<file path="src/hw/fpmul_pkg.sv">
// ----------------------------------------------------------
// Types and constants shared by every multiplier stage
// Only normal operands are multiplied and the result is truncated
// The pipeline payload layout is fixed at 109 bits
// ----------------------------------------------------------
package fpmul_pkg;

    // ----------------------------------------------------------
    // Format widths and constants
    // ----------------------------------------------------------
    localparam int EXP_W    = 8;
    localparam int FRAC_W   = 23;
    // Significand with the hidden bit restored
    localparam int SIG_W    = 24;
    localparam int PROD_W   = 48;
    localparam int EXP_BIAS = 127;
    localparam int EXP_MAX  = 255;

    // IEEE-754 single precision word
    typedef struct packed {
        logic              sign;
        logic [EXP_W-1:0]  exponent;
        logic [FRAC_W-1:0] fraction;
    } float32_t;

    // Canonical quiet NaN returned for every invalid pair
    localparam float32_t QNAN = 32'h7FC00000;

    // Bits below the kept fraction, for a rounder further on
    typedef struct packed {
        logic guard;
        logic round;
        logic sticky;
    } round_bits_t;

    // Exception flags, one bit each
    typedef struct packed {
        logic invalid;
        logic inexact;
        logic overflow;
        logic underflow;
    } fpmul_flags_t;

    // ----------------------------------------------------------
    // Pipeline payload
    // ----------------------------------------------------------
    // The exponent is two bits wider than the field and signed so that
    // both overflow and underflow stay visible until the last stage
    typedef struct packed {
        logic                     valid;
        logic                     sign;
        logic                     invalid;
        logic signed [EXP_W+1:0]  exponent;
        logic [SIG_W-1:0]         a_sig;
        logic [SIG_W-1:0]         b_sig;
        logic [PROD_W-1:0]        psum;
    } mul_pipe_t;

endpackage : fpmul_pkg
</file>
<file path="src/hw/fpmul_top.sv">
// ----------------------------------------------------------
// Pipelined single-precision multiplier, truncating, no stall
// Latency is NUM_STAGES+2 cycles and NUM_STAGES must divide 24
// Outputs are meaningful only while valid_o is high
// ----------------------------------------------------------
`timescale 1ns/100ps

module fpmul_top #(
    parameter int NUM_STAGES = 4
) (
    input  logic                    clk_i,
    input  logic                    rst_n_i,
    input  fpmul_pkg::float32_t     a_i,
    input  fpmul_pkg::float32_t     b_i,
    input  logic                    valid_i,
    output fpmul_pkg::float32_t     result_o,
    output fpmul_pkg::round_bits_t  round_o,
    output fpmul_pkg::fpmul_flags_t flags_o,
    output logic                    valid_o
);

    // Multiplier rows handled by every row stage
    localparam int ROWS_PER_STAGE = fpmul_pkg::SIG_W / NUM_STAGES;

    // Elaboration stops if the rows do not split evenly
    if ((fpmul_pkg::SIG_W % NUM_STAGES) != 0) begin : g_bad_stages
        $error("NUM_STAGES must divide the significand width");
    end

    // Link k feeds row stage k and the last link feeds normalize
    fpmul_pkg::mul_pipe_t pipe [NUM_STAGES+1];

    // ----------------------------------------------------------
    // Unpack
    // ----------------------------------------------------------
    fpmul_unpack u_unpack (
        .clk_i   (clk_i),
        .rst_n_i (rst_n_i),
        .a_i     (a_i),
        .b_i     (b_i),
        .valid_i (valid_i),
        .pipe_o  (pipe[0])
    );

    // ----------------------------------------------------------
    // Array multiplier rows
    // ----------------------------------------------------------
    for (genvar k = 0; k < NUM_STAGES; k++) begin : g_row
        fpmul_row_stage #(
            .ROW_BASE (k * ROWS_PER_STAGE),
            .ROWS     (ROWS_PER_STAGE)
        ) u_row (
            .clk_i   (clk_i),
            .rst_n_i (rst_n_i),
            .pipe_i  (pipe[k]),
            .pipe_o  (pipe[k+1])
        );
    end

    // ----------------------------------------------------------
    // Normalize and output
    // ----------------------------------------------------------
    fpmul_normalize u_normalize (
        .clk_i    (clk_i),
        .rst_n_i  (rst_n_i),
        .pipe_i   (pipe[NUM_STAGES]),
        .result_o (result_o),
        .round_o  (round_o),
        .flags_o  (flags_o),
        .valid_o  (valid_o)
    );

endmodule : fpmul_top

</file>
<file path="src/hw/fpmul_normalize.sv">
// ----------------------------------------------------------
// Output stage with one cycle of latency
// Normalizes by at most one place and truncates the fraction
// Results below the normal range flush to a signed zero
// ----------------------------------------------------------
`timescale 1ns/100ps

module fpmul_normalize (
    input  logic                   clk_i,
    input  logic                   rst_n_i,
    input  fpmul_pkg::mul_pipe_t   pipe_i,
    output fpmul_pkg::float32_t    result_o,
    output fpmul_pkg::round_bits_t round_o,
    output fpmul_pkg::fpmul_flags_t flags_o,
    output logic                   valid_o
);

    // ----------------------------------------------------------
    // Single-step normalization
    // ----------------------------------------------------------
    logic [fpmul_pkg::FRAC_W-1:0]        frac;
    fpmul_pkg::round_bits_t              rb_norm;
    logic signed [fpmul_pkg::EXP_W+1:0]  exp_adj;

    // Two significands in [1,2) give a product in [1,4), so the
    // leading one sits at bit 47 or bit 46 and one shift is enough
    always_comb begin
        if (pipe_i.psum[fpmul_pkg::PROD_W-1]) begin
            frac           = pipe_i.psum[46:24];
            rb_norm.guard  = pipe_i.psum[23];
            rb_norm.round  = pipe_i.psum[22];
            rb_norm.sticky = |pipe_i.psum[21:0];
            exp_adj        = $signed(pipe_i.exponent) + 10'sd1;
        end else begin
            frac           = pipe_i.psum[45:23];
            rb_norm.guard  = pipe_i.psum[22];
            rb_norm.round  = pipe_i.psum[21];
            rb_norm.sticky = |pipe_i.psum[20:0];
            exp_adj        = $signed(pipe_i.exponent);
        end
    end

    // ----------------------------------------------------------
    // Special results and flags
    // ----------------------------------------------------------
    fpmul_pkg::float32_t     res_d;
    fpmul_pkg::round_bits_t  rb_d;
    fpmul_pkg::fpmul_flags_t flg_d;

    always_comb begin
        // Start from the ordinary normalized result
        res_d.sign     = pipe_i.sign;
        res_d.exponent = exp_adj[fpmul_pkg::EXP_W-1:0];
        res_d.fraction = frac;
        rb_d           = rb_norm;
        flg_d          = '0;
        flg_d.inexact  = |rb_norm;

        if (pipe_i.invalid) begin
            // Invalid operands override everything else
            res_d         = fpmul_pkg::QNAN;
            rb_d          = '0;
            flg_d         = '0;
            flg_d.invalid = 1'b1;
        end else if (exp_adj >= fpmul_pkg::EXP_MAX) begin
            // Too large for the format so saturate to signed infinity
            res_d.exponent = '1;
            res_d.fraction = '0;
            rb_d           = '0;
            flg_d.overflow = 1'b1;
            flg_d.inexact  = 1'b1;
        end else if (exp_adj <= 0) begin
            // No subnormal results are built so the value is flushed
            res_d.exponent  = '0;
            res_d.fraction  = '0;
            rb_d            = '0;
            flg_d.underflow = 1'b1;
            flg_d.inexact   = 1'b1;
        end
    end

    // ----------------------------------------------------------
    // Output registers
    // ----------------------------------------------------------
    always_ff @(posedge clk_i) begin
        result_o <= res_d;
        round_o  <= rb_d;
        flags_o  <= flg_d;
        if (!rst_n_i) begin
            valid_o <= 1'b0;
        end else begin
            valid_o <= pipe_i.valid;
        end
    end

    // Overflow and underflow come from disjoint exponent ranges
    a_no_over_and_under : assert property (
        @(posedge clk_i) disable iff (!rst_n_i)
        valid_o |-> !(flags_o.overflow && flags_o.underflow)
    );

    // An all-ones exponent on the output is only ever infinity or the NaN
    a_max_exp_flagged : assert property (
        @(posedge clk_i) disable iff (!rst_n_i)
        valid_o && (result_o.exponent == fpmul_pkg::EXP_W'(fpmul_pkg::EXP_MAX))
            |-> (flags_o.overflow || flags_o.invalid)
    );

endmodule : fpmul_normalize

</file>
<file path="src/hw/fpmul_row_stage.sv">
// ----------------------------------------------------------
// One registered slice of the array multiplier
// Handles multiplier bits ROW_BASE up to ROW_BASE+ROWS-1
// ROW_BASE+ROWS must not exceed the significand width
// ----------------------------------------------------------
`timescale 1ns/100ps

module fpmul_row_stage #(
    parameter int ROW_BASE = 0,
    parameter int ROWS     = 6
) (
    input  logic                 clk_i,
    input  logic                 rst_n_i,
    input  fpmul_pkg::mul_pipe_t pipe_i,
    output fpmul_pkg::mul_pipe_t pipe_o
);

    // ----------------------------------------------------------
    // Partial-product accumulation
    // ----------------------------------------------------------
    logic [fpmul_pkg::PROD_W-1:0] a_ext;
    logic [fpmul_pkg::PROD_W-1:0] sum;

    // Multiplicand widened to the product width before shifting
    assign a_ext = fpmul_pkg::PROD_W'(pipe_i.a_sig);

    // Each set multiplier bit adds the multiplicand at that bit's weight
    // The rows of one stage form a short ripple of adders in one cycle
    always_comb begin
        sum = pipe_i.psum;
        for (int r = 0; r < ROWS; r++) begin
            if (pipe_i.b_sig[ROW_BASE + r]) begin
                sum = sum + (a_ext << (ROW_BASE + r));
            end
        end
    end

    // ----------------------------------------------------------
    // Stage register
    // ----------------------------------------------------------
    // Sign, exponent, flags and both significands ride along unchanged
    always_ff @(posedge clk_i) begin
        pipe_o      <= pipe_i;
        pipe_o.psum <= sum;
        if (!rst_n_i) begin
            pipe_o.valid <= 1'b0;
        end
    end

endmodule : fpmul_row_stage

</file>
<file path="src/hw/fpmul_unpack.sv">
// ----------------------------------------------------------
// Input stage with one cycle of latency
// Zero, subnormal, infinite and NaN operands are all flagged invalid
// The exponent leaves this stage unbiased once and kept signed
// ----------------------------------------------------------
`timescale 1ns/100ps

module fpmul_unpack (
    input  logic                 clk_i,
    input  logic                 rst_n_i,
    input  fpmul_pkg::float32_t  a_i,
    input  fpmul_pkg::float32_t  b_i,
    input  logic                 valid_i,
    output fpmul_pkg::mul_pipe_t pipe_o
);

    // ----------------------------------------------------------
    // Operand classification
    // ----------------------------------------------------------
    logic a_special;
    logic b_special;
    logic pair_invalid;

    // An all-zero exponent covers zero and subnormal inputs
    // An all-ones exponent covers infinity and NaN
    assign a_special = (a_i.exponent == '0) ||
                       (a_i.exponent == fpmul_pkg::EXP_W'(fpmul_pkg::EXP_MAX));
    assign b_special = (b_i.exponent == '0) ||
                       (b_i.exponent == fpmul_pkg::EXP_W'(fpmul_pkg::EXP_MAX));
    assign pair_invalid = a_special || b_special;

    // ----------------------------------------------------------
    // Sign and exponent
    // ----------------------------------------------------------
    logic                                res_sign;
    logic signed [fpmul_pkg::EXP_W+1:0]  exp_sum;

    // Product is negative when exactly one operand is negative
    assign res_sign = a_i.sign ^ b_i.sign;

    // Biased exponents lie in 1..254 for normal inputs, so the sum
    // minus the bias spans -125..381 and fits the 10 bit signed field
    assign exp_sum = $signed({2'b00, a_i.exponent}) +
                     $signed({2'b00, b_i.exponent}) -
                     (fpmul_pkg::EXP_W + 2)'(fpmul_pkg::EXP_BIAS);

    // ----------------------------------------------------------
    // Payload register
    // ----------------------------------------------------------
    always_ff @(posedge clk_i) begin
        pipe_o.sign     <= res_sign;
        pipe_o.invalid  <= pair_invalid;
        pipe_o.exponent <= exp_sum;
        // Restore the hidden bit on both significands
        pipe_o.a_sig    <= {1'b1, a_i.fraction};
        pipe_o.b_sig    <= {1'b1, b_i.fraction};
        // The row stages accumulate into a cleared sum
        pipe_o.psum     <= '0;
        if (!rst_n_i) begin
            pipe_o.valid <= 1'b0;
        end else begin
            pipe_o.valid <= valid_i;
        end
    end

    // The strobe has no handshake behind it, so an X here would
    // silently propagate through the whole pipe
    a_valid_known : assert property (
        @(posedge clk_i) disable iff (!rst_n_i)
        !$isunknown(valid_i)
    );

endmodule : fpmul_unpack

</file>
<file path="config.mk">
export PLATFORM = sky130hd
export DESIGN_NAME = fpmul_top
export DESIGN_NICKNAME = d
export VERILOG_FILES = /design/src/hw/fpmul_pkg.sv /design/src/hw/fpmul_top.sv /design/src/hw/fpmul_normalize.sv /design/src/hw/fpmul_row_stage.sv /design/src/hw/fpmul_unpack.sv
export SDC_FILE = /design/constraint.sdc
export NUM_CORES = 2
export LEC_CHECK = 0
export BUFFER_PORTS_ARGS = -buffer_cell sky130_fd_sc_hd__clkbuf_2
export CELL_PAD_IN_SITES_DETAIL_PLACEMENT = 1
export CELL_PAD_IN_SITES_GLOBAL_PLACEMENT = 2
export CORE_ASPECT_RATIO = 1.2
export CORE_MARGIN = 3
export CORE_UTILIZATION = 30
export CTS_CLUSTER_SIZE = 20
export DETAILED_ROUTE_END_ITERATION = 7
export PLACE_DENSITY_LB_ADDON = 0.1
export SLEW_MARGIN = 10
export SYNTH_ARGS = -nofsm -noshare
export SYNTH_HDL_FRONTEND = slang
export SYNTH_SLANG_ARGS = --single-unit
</file>
<file path="constraint.sdc">
create_clock -name clk_i -period 9.8 [get_ports clk_i]
set_input_delay 0.98 -clock clk_i [delete_from_list [all_inputs] [get_ports clk_i]]
set_output_delay 0.98 -clock clk_i [all_outputs]
set_load 0.05 [all_outputs]
</file>
# Word-level counts from Yosys, hierarchy flattened

Cells that the tools add are included.

Register bits after elaboration: 481
Input bits: 67
Output and inout port bits: 40
Logic and storage cells: 118

$lt $le $gt $ge: 2
Add/sub/neg operators: 26
Bitwise logic cells: 1
Multiplexer cells: 33
Equal/unequal tests: 2
Reduce and logical (&&, ||, !) cells: 10

Operators by type and width:

| kind                    | number |
|---|---|
| two-way mux 48 bit      | 22 |
| adder 48 x 25 -> 48 bit | 1 |
| adder 48 x 26 -> 48 bit | 1 |
| adder 48 x 27 -> 48 bit | 1 |
| adder 48 x 28 -> 48 bit | 1 |
| adder 48 x 29 -> 48 bit | 1 |
| adder 48 x 30 -> 48 bit | 1 |
| adder 48 x 31 -> 48 bit | 1 |
| adder 48 x 32 -> 48 bit | 1 |
| adder 48 x 33 -> 48 bit | 1 |
| adder 48 x 34 -> 48 bit | 1 |
| adder 48 x 35 -> 48 bit | 1 |
| adder 48 x 36 -> 48 bit | 1 |
| adder 48 x 37 -> 48 bit | 1 |
| adder 48 x 38 -> 48 bit | 1 |
| adder 48 x 39 -> 48 bit | 1 |
| adder 48 x 40 -> 48 bit | 1 |
| adder 48 x 41 -> 48 bit | 1 |
| adder 48 x 42 -> 48 bit | 1 |
| adder 48 x 43 -> 48 bit | 1 |
| adder 48 x 44 -> 48 bit | 1 |
| adder 48 x 45 -> 48 bit | 1 |
| adder 48 x 46 -> 48 bit | 1 |
| adder 48 x 47 -> 48 bit | 1 |
| other kinds (19)        | 29 |

# Depth between registers and ports, before layout

Depth in word-level cells: 12
Mapped depth: 55
Depth with buffers taken out: 54

# Modules after synthesis

A second synthesis with hierarchy kept.

Cells, all modules: 6,739
Area total of the unflattened synthesis: 54,816.3 um^2

Modules (own cells, without submodules):

| module                            | cells an instance | seq. area each (um^2) | area each (um^2) | instances |
|---|---|---|---|---|
| fpmul_row_stage at g_row[0].u_row | 1,833             | 2,182.1               | 14,228.6         | 1 |
| fpmul_row_stage at g_row[1].u_row | 1,698             | 2,182.1               | 13,395.3         | 1 |
| fpmul_row_stage at g_row[2].u_row | 1,462             | 2,182.1               | 11,727.5         | 1 |
| fpmul_row_stage at g_row[3].u_row | 1,369             | 2,182.1               | 11,414.7         | 1 |
| fpmul_unpack                      | 179               | 1,181.1               | 2,080.7          | 1 |
| fpmul_normalize                   | 198               | 800.8                 | 1,969.4          | 1 |

# Worst setup path before layout

Ideal clock, no wire load.

Kind: register to register
Start: reg g_row[1].u_row.pipe_o[60] in the netlist's numbering
End: reg g_row[2].u_row.pipe_o[39] in the netlist's numbering
Period minus slack after synthesis: 9.876 ns
Buffers on the path: 4
Arrival: 9.756 ns
Setup slack: -0.076 ns
Library setup time: 0.121 ns
Cell stages (with the launch flop): 44
Required time: 9.679 ns
Cell sequence: dfxtp_1 > clkbuf_1 > buf_1 > clkbuf_1 > clkbuf_1 > mux2_2 > ha_1 > a211oi_1 > o21bai_1 > a21oi_1 > xnor2_1 > mux2_2 > ha_1 > a2111oi_1 > o21a_1 > o21bai_1 > a21oi_1 > xor2_1 > (+8 left out) > o221ai_1 > inv_1 > ha_1 > a21oi_1 > inv_1 > o311ai_1 > a2111oi_0 > o21a_1 > or3_1 > o21ai_1 > ha_1 > a31oi_1 > nor2b_1 > o21a_1 > o41ai_1 > o21ai_0 > xor2_1 > mux2_2

Word-level cells in the longest chain between the ends: 11

RTL lines:

| what                                   | RTL line              | text |
|---|---|---|
| from (decl)                            | fpmul_row_stage.sv:15 | `output fpmul_pkg::mul_pipe_t pipe_o` |
| from (signal assigned)                 | fpmul_row_stage.sv:43 | `pipe_o <= pipe_i;` |
| two-way mux 48 bit *                   | fpmul_row_stage.sv:32 | `if (pipe_i.b_sig[ROW_BASE + r]) begin` |
| adder 48 x 37 -> 48 bit                | fpmul_row_stage.sv:33 | `sum = sum + (a_ext << (ROW_BASE + r));` |
| two-way mux 48 bit *                   | fpmul_row_stage.sv:32 |  |
| adder 48 x 38 -> 48 bit                | fpmul_row_stage.sv:33 |  |
| two-way mux 48 bit *                   | fpmul_row_stage.sv:32 |  |
| adder 48 x 39 -> 48 bit                | fpmul_row_stage.sv:33 |  |
| two-way mux 48 bit *                   | fpmul_row_stage.sv:32 |  |
| adder 48 x 40 -> 48 bit                | fpmul_row_stage.sv:33 |  |
| two-way mux 48 bit *                   | fpmul_row_stage.sv:32 |  |
| adder 48 x 41 -> 48 bit                | fpmul_row_stage.sv:33 |  |
| two-way mux 48 bit *                   | fpmul_row_stage.sv:32 |  |
| named net g_row[2].u_row.sum (one bit) | fpmul_row_stage.sv:22 | `logic [fpmul_pkg::PROD_W-1:0] sum;` |
| to (signal assigned)                   | fpmul_row_stage.sv:43 |  |
| to (decl)                              | fpmul_row_stage.sv:15 |  |

The timed path passes the listed nets; every way through them passes the cells marked *.
A chain may end at the register's enable or synchronous reset.

# Worst setup path in the final report

Start: reg g_row[1].u_row.pipe_o[12] in the netlist's numbering
End: reg g_row[2].u_row.pipe_o[38] in the netlist's numbering

Word-level cells in the longest chain between the ends: 12

RTL lines:

| what                                   | RTL line |
|---|---|
| adder 48 x 36 -> 48 bit                | fpmul_row_stage.sv:33 |
| two-way mux 48 bit *                   | fpmul_row_stage.sv:32 |
| adder 48 x 37 -> 48 bit                | fpmul_row_stage.sv:33 |
| two-way mux 48 bit *                   | fpmul_row_stage.sv:32 |
| adder 48 x 38 -> 48 bit                | fpmul_row_stage.sv:33 |
| two-way mux 48 bit *                   | fpmul_row_stage.sv:32 |
| adder 48 x 39 -> 48 bit                | fpmul_row_stage.sv:33 |
| two-way mux 48 bit *                   | fpmul_row_stage.sv:32 |
| adder 48 x 40 -> 48 bit                | fpmul_row_stage.sv:33 |
| two-way mux 48 bit *                   | fpmul_row_stage.sv:32 |
| adder 48 x 41 -> 48 bit                | fpmul_row_stage.sv:33 |
| two-way mux 48 bit *                   | fpmul_row_stage.sv:32 |
| named net g_row[2].u_row.sum (one bit) | fpmul_row_stage.sv:22 |

Marked as above.

==> impl_metrics.py <==
metrics = {
    "outcome": {
        "status": "complete, no violations",
    },
    "placed_design": {
        "placed_area_mm2": 0.0502,
        "hpwl_mm": 116,
        "gp_congestion": 0.830,
        "port_buffers": 106,
    },
    "setup_path": {
        "slowest_delay_ns": 0.50,
        "reg2reg_to": "g_row[2].u_row.pipe_o[38]$_DFF_P_",
        "end_kind": "flip-flop",
        "worstPathMaxFanout": 4,
        "startpoint": "g_row[1].u_row.pipe_o[12]$_DFF_P_",
        "critPathRequiredTime_ns": 10.35,
        "rr_worst_depth": 50,
        "rrSetupSlack_ns": 0.21,
        "timing.rr.start": "g_row[1].u_row.pipe_o[12]$_DFF_P_",
        "crit_type": "reg -> reg",
        "worstPathArrival_ns": 10.15,
        "cp_common_cell": "a21o_1",
        "critPathLaunchType": "flip-flop",
        "cp_slowest_cell": "or4b_4",
    },
    "floorplanning": {
        "initial_core_util_pct": 30.2,
        "die_w_um": 344,
        "die_h_um": 411,
        "row_count": 148,
        "io_pins": 107,
        "fp.coreArea_mm2": 0.136,
        "design.die.area_mm2": 0.141,
    },
    "timing": {
        "post-route-min-period_ns": 9.59,
        "rsz0062_at_grt": "yes",
        "final-setup-viol-count": 0,
        "fin_crit_sh_pct": 97.9,
        "tightest_slew_ns": 1.07,
        "max_freq_ghz": 0.104,
        "max_slew_margin_pct": 28.9,
        "hold_viol_final": 0,
        "skew_ns": 0.0533,
        "maxSlewViolCount": 0,
    },
    "clock_network": {
        "clockBufferDepth": 3,
        "root_buffer": "clkbuf_16",
        "ctsHoldBuffers": 0,
        "cts_buffers": 47,
        "cts.sinks": 409,
        "cts_tree": "built",
        "cts-htree-levels": 2,
        "clk_latency_ns": 0.65,
        "path_clk_slew_ns": 0.07,
    },
    "cells_and_area": {
        "area_delta_synth_final_pct": 35.5,
        "nets": 6755,
        "layout-drive-gt1-share_pct": 31.3,
        "antennaDiodeCount": 0,
        "fin_area_mm2": 0.0556,
    },
    "synth": {
        "ys_seq_area_share_pct": 20.0,
        "netlist_top_cells_area": "dfxtp_1 (20%), ha_1 (17%), xnor2_1 (5.6%)",
        "synth_top_area_cell": "dfxtp_1",
        "syn-instance-count": 5049,
        "ys.flop_type": "dfxtp_1",
        "synth_area_mm2": 0.0410,
        "async_flop_share_pct": 0,
        "avgSynthCellArea_um2": 8.12,
        "synth_top_area_share_pct": 20.0,
        "yosysWarnings": 0,
        "yosysUniqueCellTypes": 90,
        "synth_edf_count": 0,
        "synth_fp_nets": 5705,
        "yosys_register_bits": 409,
    },
    "detailed_routing": {
        "viasPerCell": 5.14,
        "wl_per_cell_um": 17.8,
        "dr.pass1.iters": 7,
        "dr_wl_met3_mm": 2.06,
        "met1_length_mm": 60.0,
        "top_layer_used": "met4",
        "drtIter0Drc": 1166,
        "wirelength_mm": 141,
        "ant_nets": 0,
        "vias": 40800,
        "met2_length_mm": 76.2,
        "drcViolationCount": 0,
    },
    "min_path": {
        "holdPathEnd": "g_row[3].u_row.pipe_o[15]$_DFF_P_",
        "hold_depth": 0,
        "worstHoldStart": "g_row[2].u_row.pipe_o[15]$_DFF_P_",
        "worst_hold_path_type": "reg -> reg",
    },
    "global_route": {
        "grt_first_pass_wirelength_mm": 223,
        "grt_max_degree": 39,
        "first_global_vias": 42400,
        "grtUsageTotal_pct": 19.2,
        "antenna_found_initial": 2,
        "gr-total-overflow": 0,
    },
    "run": {
        "drv_cap": 0,
    },
}
## cell type report
| class | count | area (um2) |
|---|---|---|
| inverters | 219 | 822 |
| repair buffers | 1120 | 8210 |
| flip-flops and latches | 409 | 8200 |
| well taps | 1800 | 2250 |
| fillers | 16100 | 80200 |
| multi-input cells | 4302 | 34500 |
| clock buffers | 55 | 1240 |
| clock inverters | 30 | 328 |
## critical path: cells and delay by family (launching register included)
family | cells | cell delay (ns)
and+or+nand+nor | 10 | 1.58
DFF | 1 | 0.35
xor gates and xnor gates | 5 | 0.63
AOI/OAI and AO/OA | 23 | 4.32
buffers and inverters | 3 | 0.29
adders and majority gates | 7 | 1.78
muxes | 2 | 0.54
## cells in the final DEF (no fill, tap or decap), types with 50 or more instances in the layout
| cell type | netlist | layout |
|---|---|---|
| nand3_1 | 93 | 89 |
| mux2_2 | 202 | 189 |
| a211oi_1 | 89 | 60 |
| nand2_1 | 347 | 340 |
| dfxtp_1 | 409 | 399 |
| a21oi_2 | 1 | 85 |
| o211ai_1 | 55 | 55 |
| nor2_1 | 434 | 409 |
| o21ai_1 | 35 | 67 |
| clkbuf_2 | 0 | 106 |
| and2_1 | 55 | 50 |
| mux2i_1 | 68 | 66 |
| a21oi_1 | 416 | 324 |
| a21o_1 | 195 | 195 |
| o21ai_0 | 272 | 205 |
| nor3_1 | 98 | 79 |
| nand2b_1 | 79 | 76 |
| o21a_1 | 143 | 143 |
| inv_1 | 211 | 205 |
| ha_4 | 0 | 61 |
| nor2b_1 | 68 | 62 |
| xor2_1 | 150 | 148 |
| ha_1 | 565 | 480 |
| buf_4 | 0 | 1001 |
| xnor2_1 | 260 | 253 |
## Yosys cell counts, types with 108 or more instances
library cell and instances:
a21o_1 195, a21oi_1 416, clkbuf_1 108, dfxtp_1 409
ha_1 565, inv_1 211, mux2_2 202, nand2_1 347
nor2_1 434, o21a_1 143, o21ai_0 272, xnor2_1 260
xor2_1 150
## how the worst max path moves through the flow
stage,slack (ns),cells after the start,end
6_report,0.21,50,g_row[2].u_row.pipe_o[38]$_DFF_P_
5_1_grt,-0.29,45,g_row[2].u_row.pipe_o[39]$_DFF_P_
4_1_cts,-0.02,51,g_row[2].u_row.pipe_o[39]$_DFF_P_
3_5_place_dp,-0.55,47,g_row[2].u_row.pipe_o[39]$_DFF_P_
3_3_place_gp,-0.34,49,g_row[2].u_row.pipe_o[38]$_DFF_P_
2_1_floorplan,-0.07,44,g_row[2].u_row.pipe_o[39]$_DFF_P_
## what timing repair did
action	CTS	global route
buffers inserted	39	62
endpoints found under the setup margin	20	40
pin swaps	48	231
gates resized for setup	130	501
## per-stage QoR
stage	hold WS [ns]	utilization, %	instances	setup WS [ns]	setup TNS, ns
after CTS	0.315	38.8	7874	-0.0243	-0.0446
final	0.311	40.9	7935	0.205	0
after detailed placement	0.313	37.0	7751	-0.555	-4.63
after global placement	0.310	37.0	7751	-0.339	-2.31
after global routing	0.311	40.9	7935	-0.286	-1.90
after floorplan	0.310	-	5049	-0.0749	-0.0749
## per-layer routing
metal,vias up,GRT usage [%]
met5,-,0
met4,0,4.28
met3,122,1.46
met2,215,37.7
met1,19800,22.3
li1,20700,-
## registers in the layout (all words and copies together) (netlist names)
signal                flops
u_normalize.result_o     32
u_unpack.pipe_o          59
u_normalize.valid_o       1
u_normalize.flags_o       4
g_row.u_row.pipe_o      310
u_normalize.round_o       3
## logic make-up (layout without fill, tap and decap cells)
kind of cell               count (synthesis)  count (layout)  synth area share, %
and+or+nand+nor                         1399            1399                 16.3
xor gates and xnor gates                 410             410                 8.75
DFF                                      409             409                 20.0
buffers and inverters                    338            1424                 3.09
muxes                                    273             273                 7.29
AOI/OAI and AO/OA                       1631            1631                 26.2
adders and majority gates                589             589                 18.4
Power is left out: the tool's default activity adds up to more than one toggle a clock period on the data nets, which glitch-free logic cannot reach.
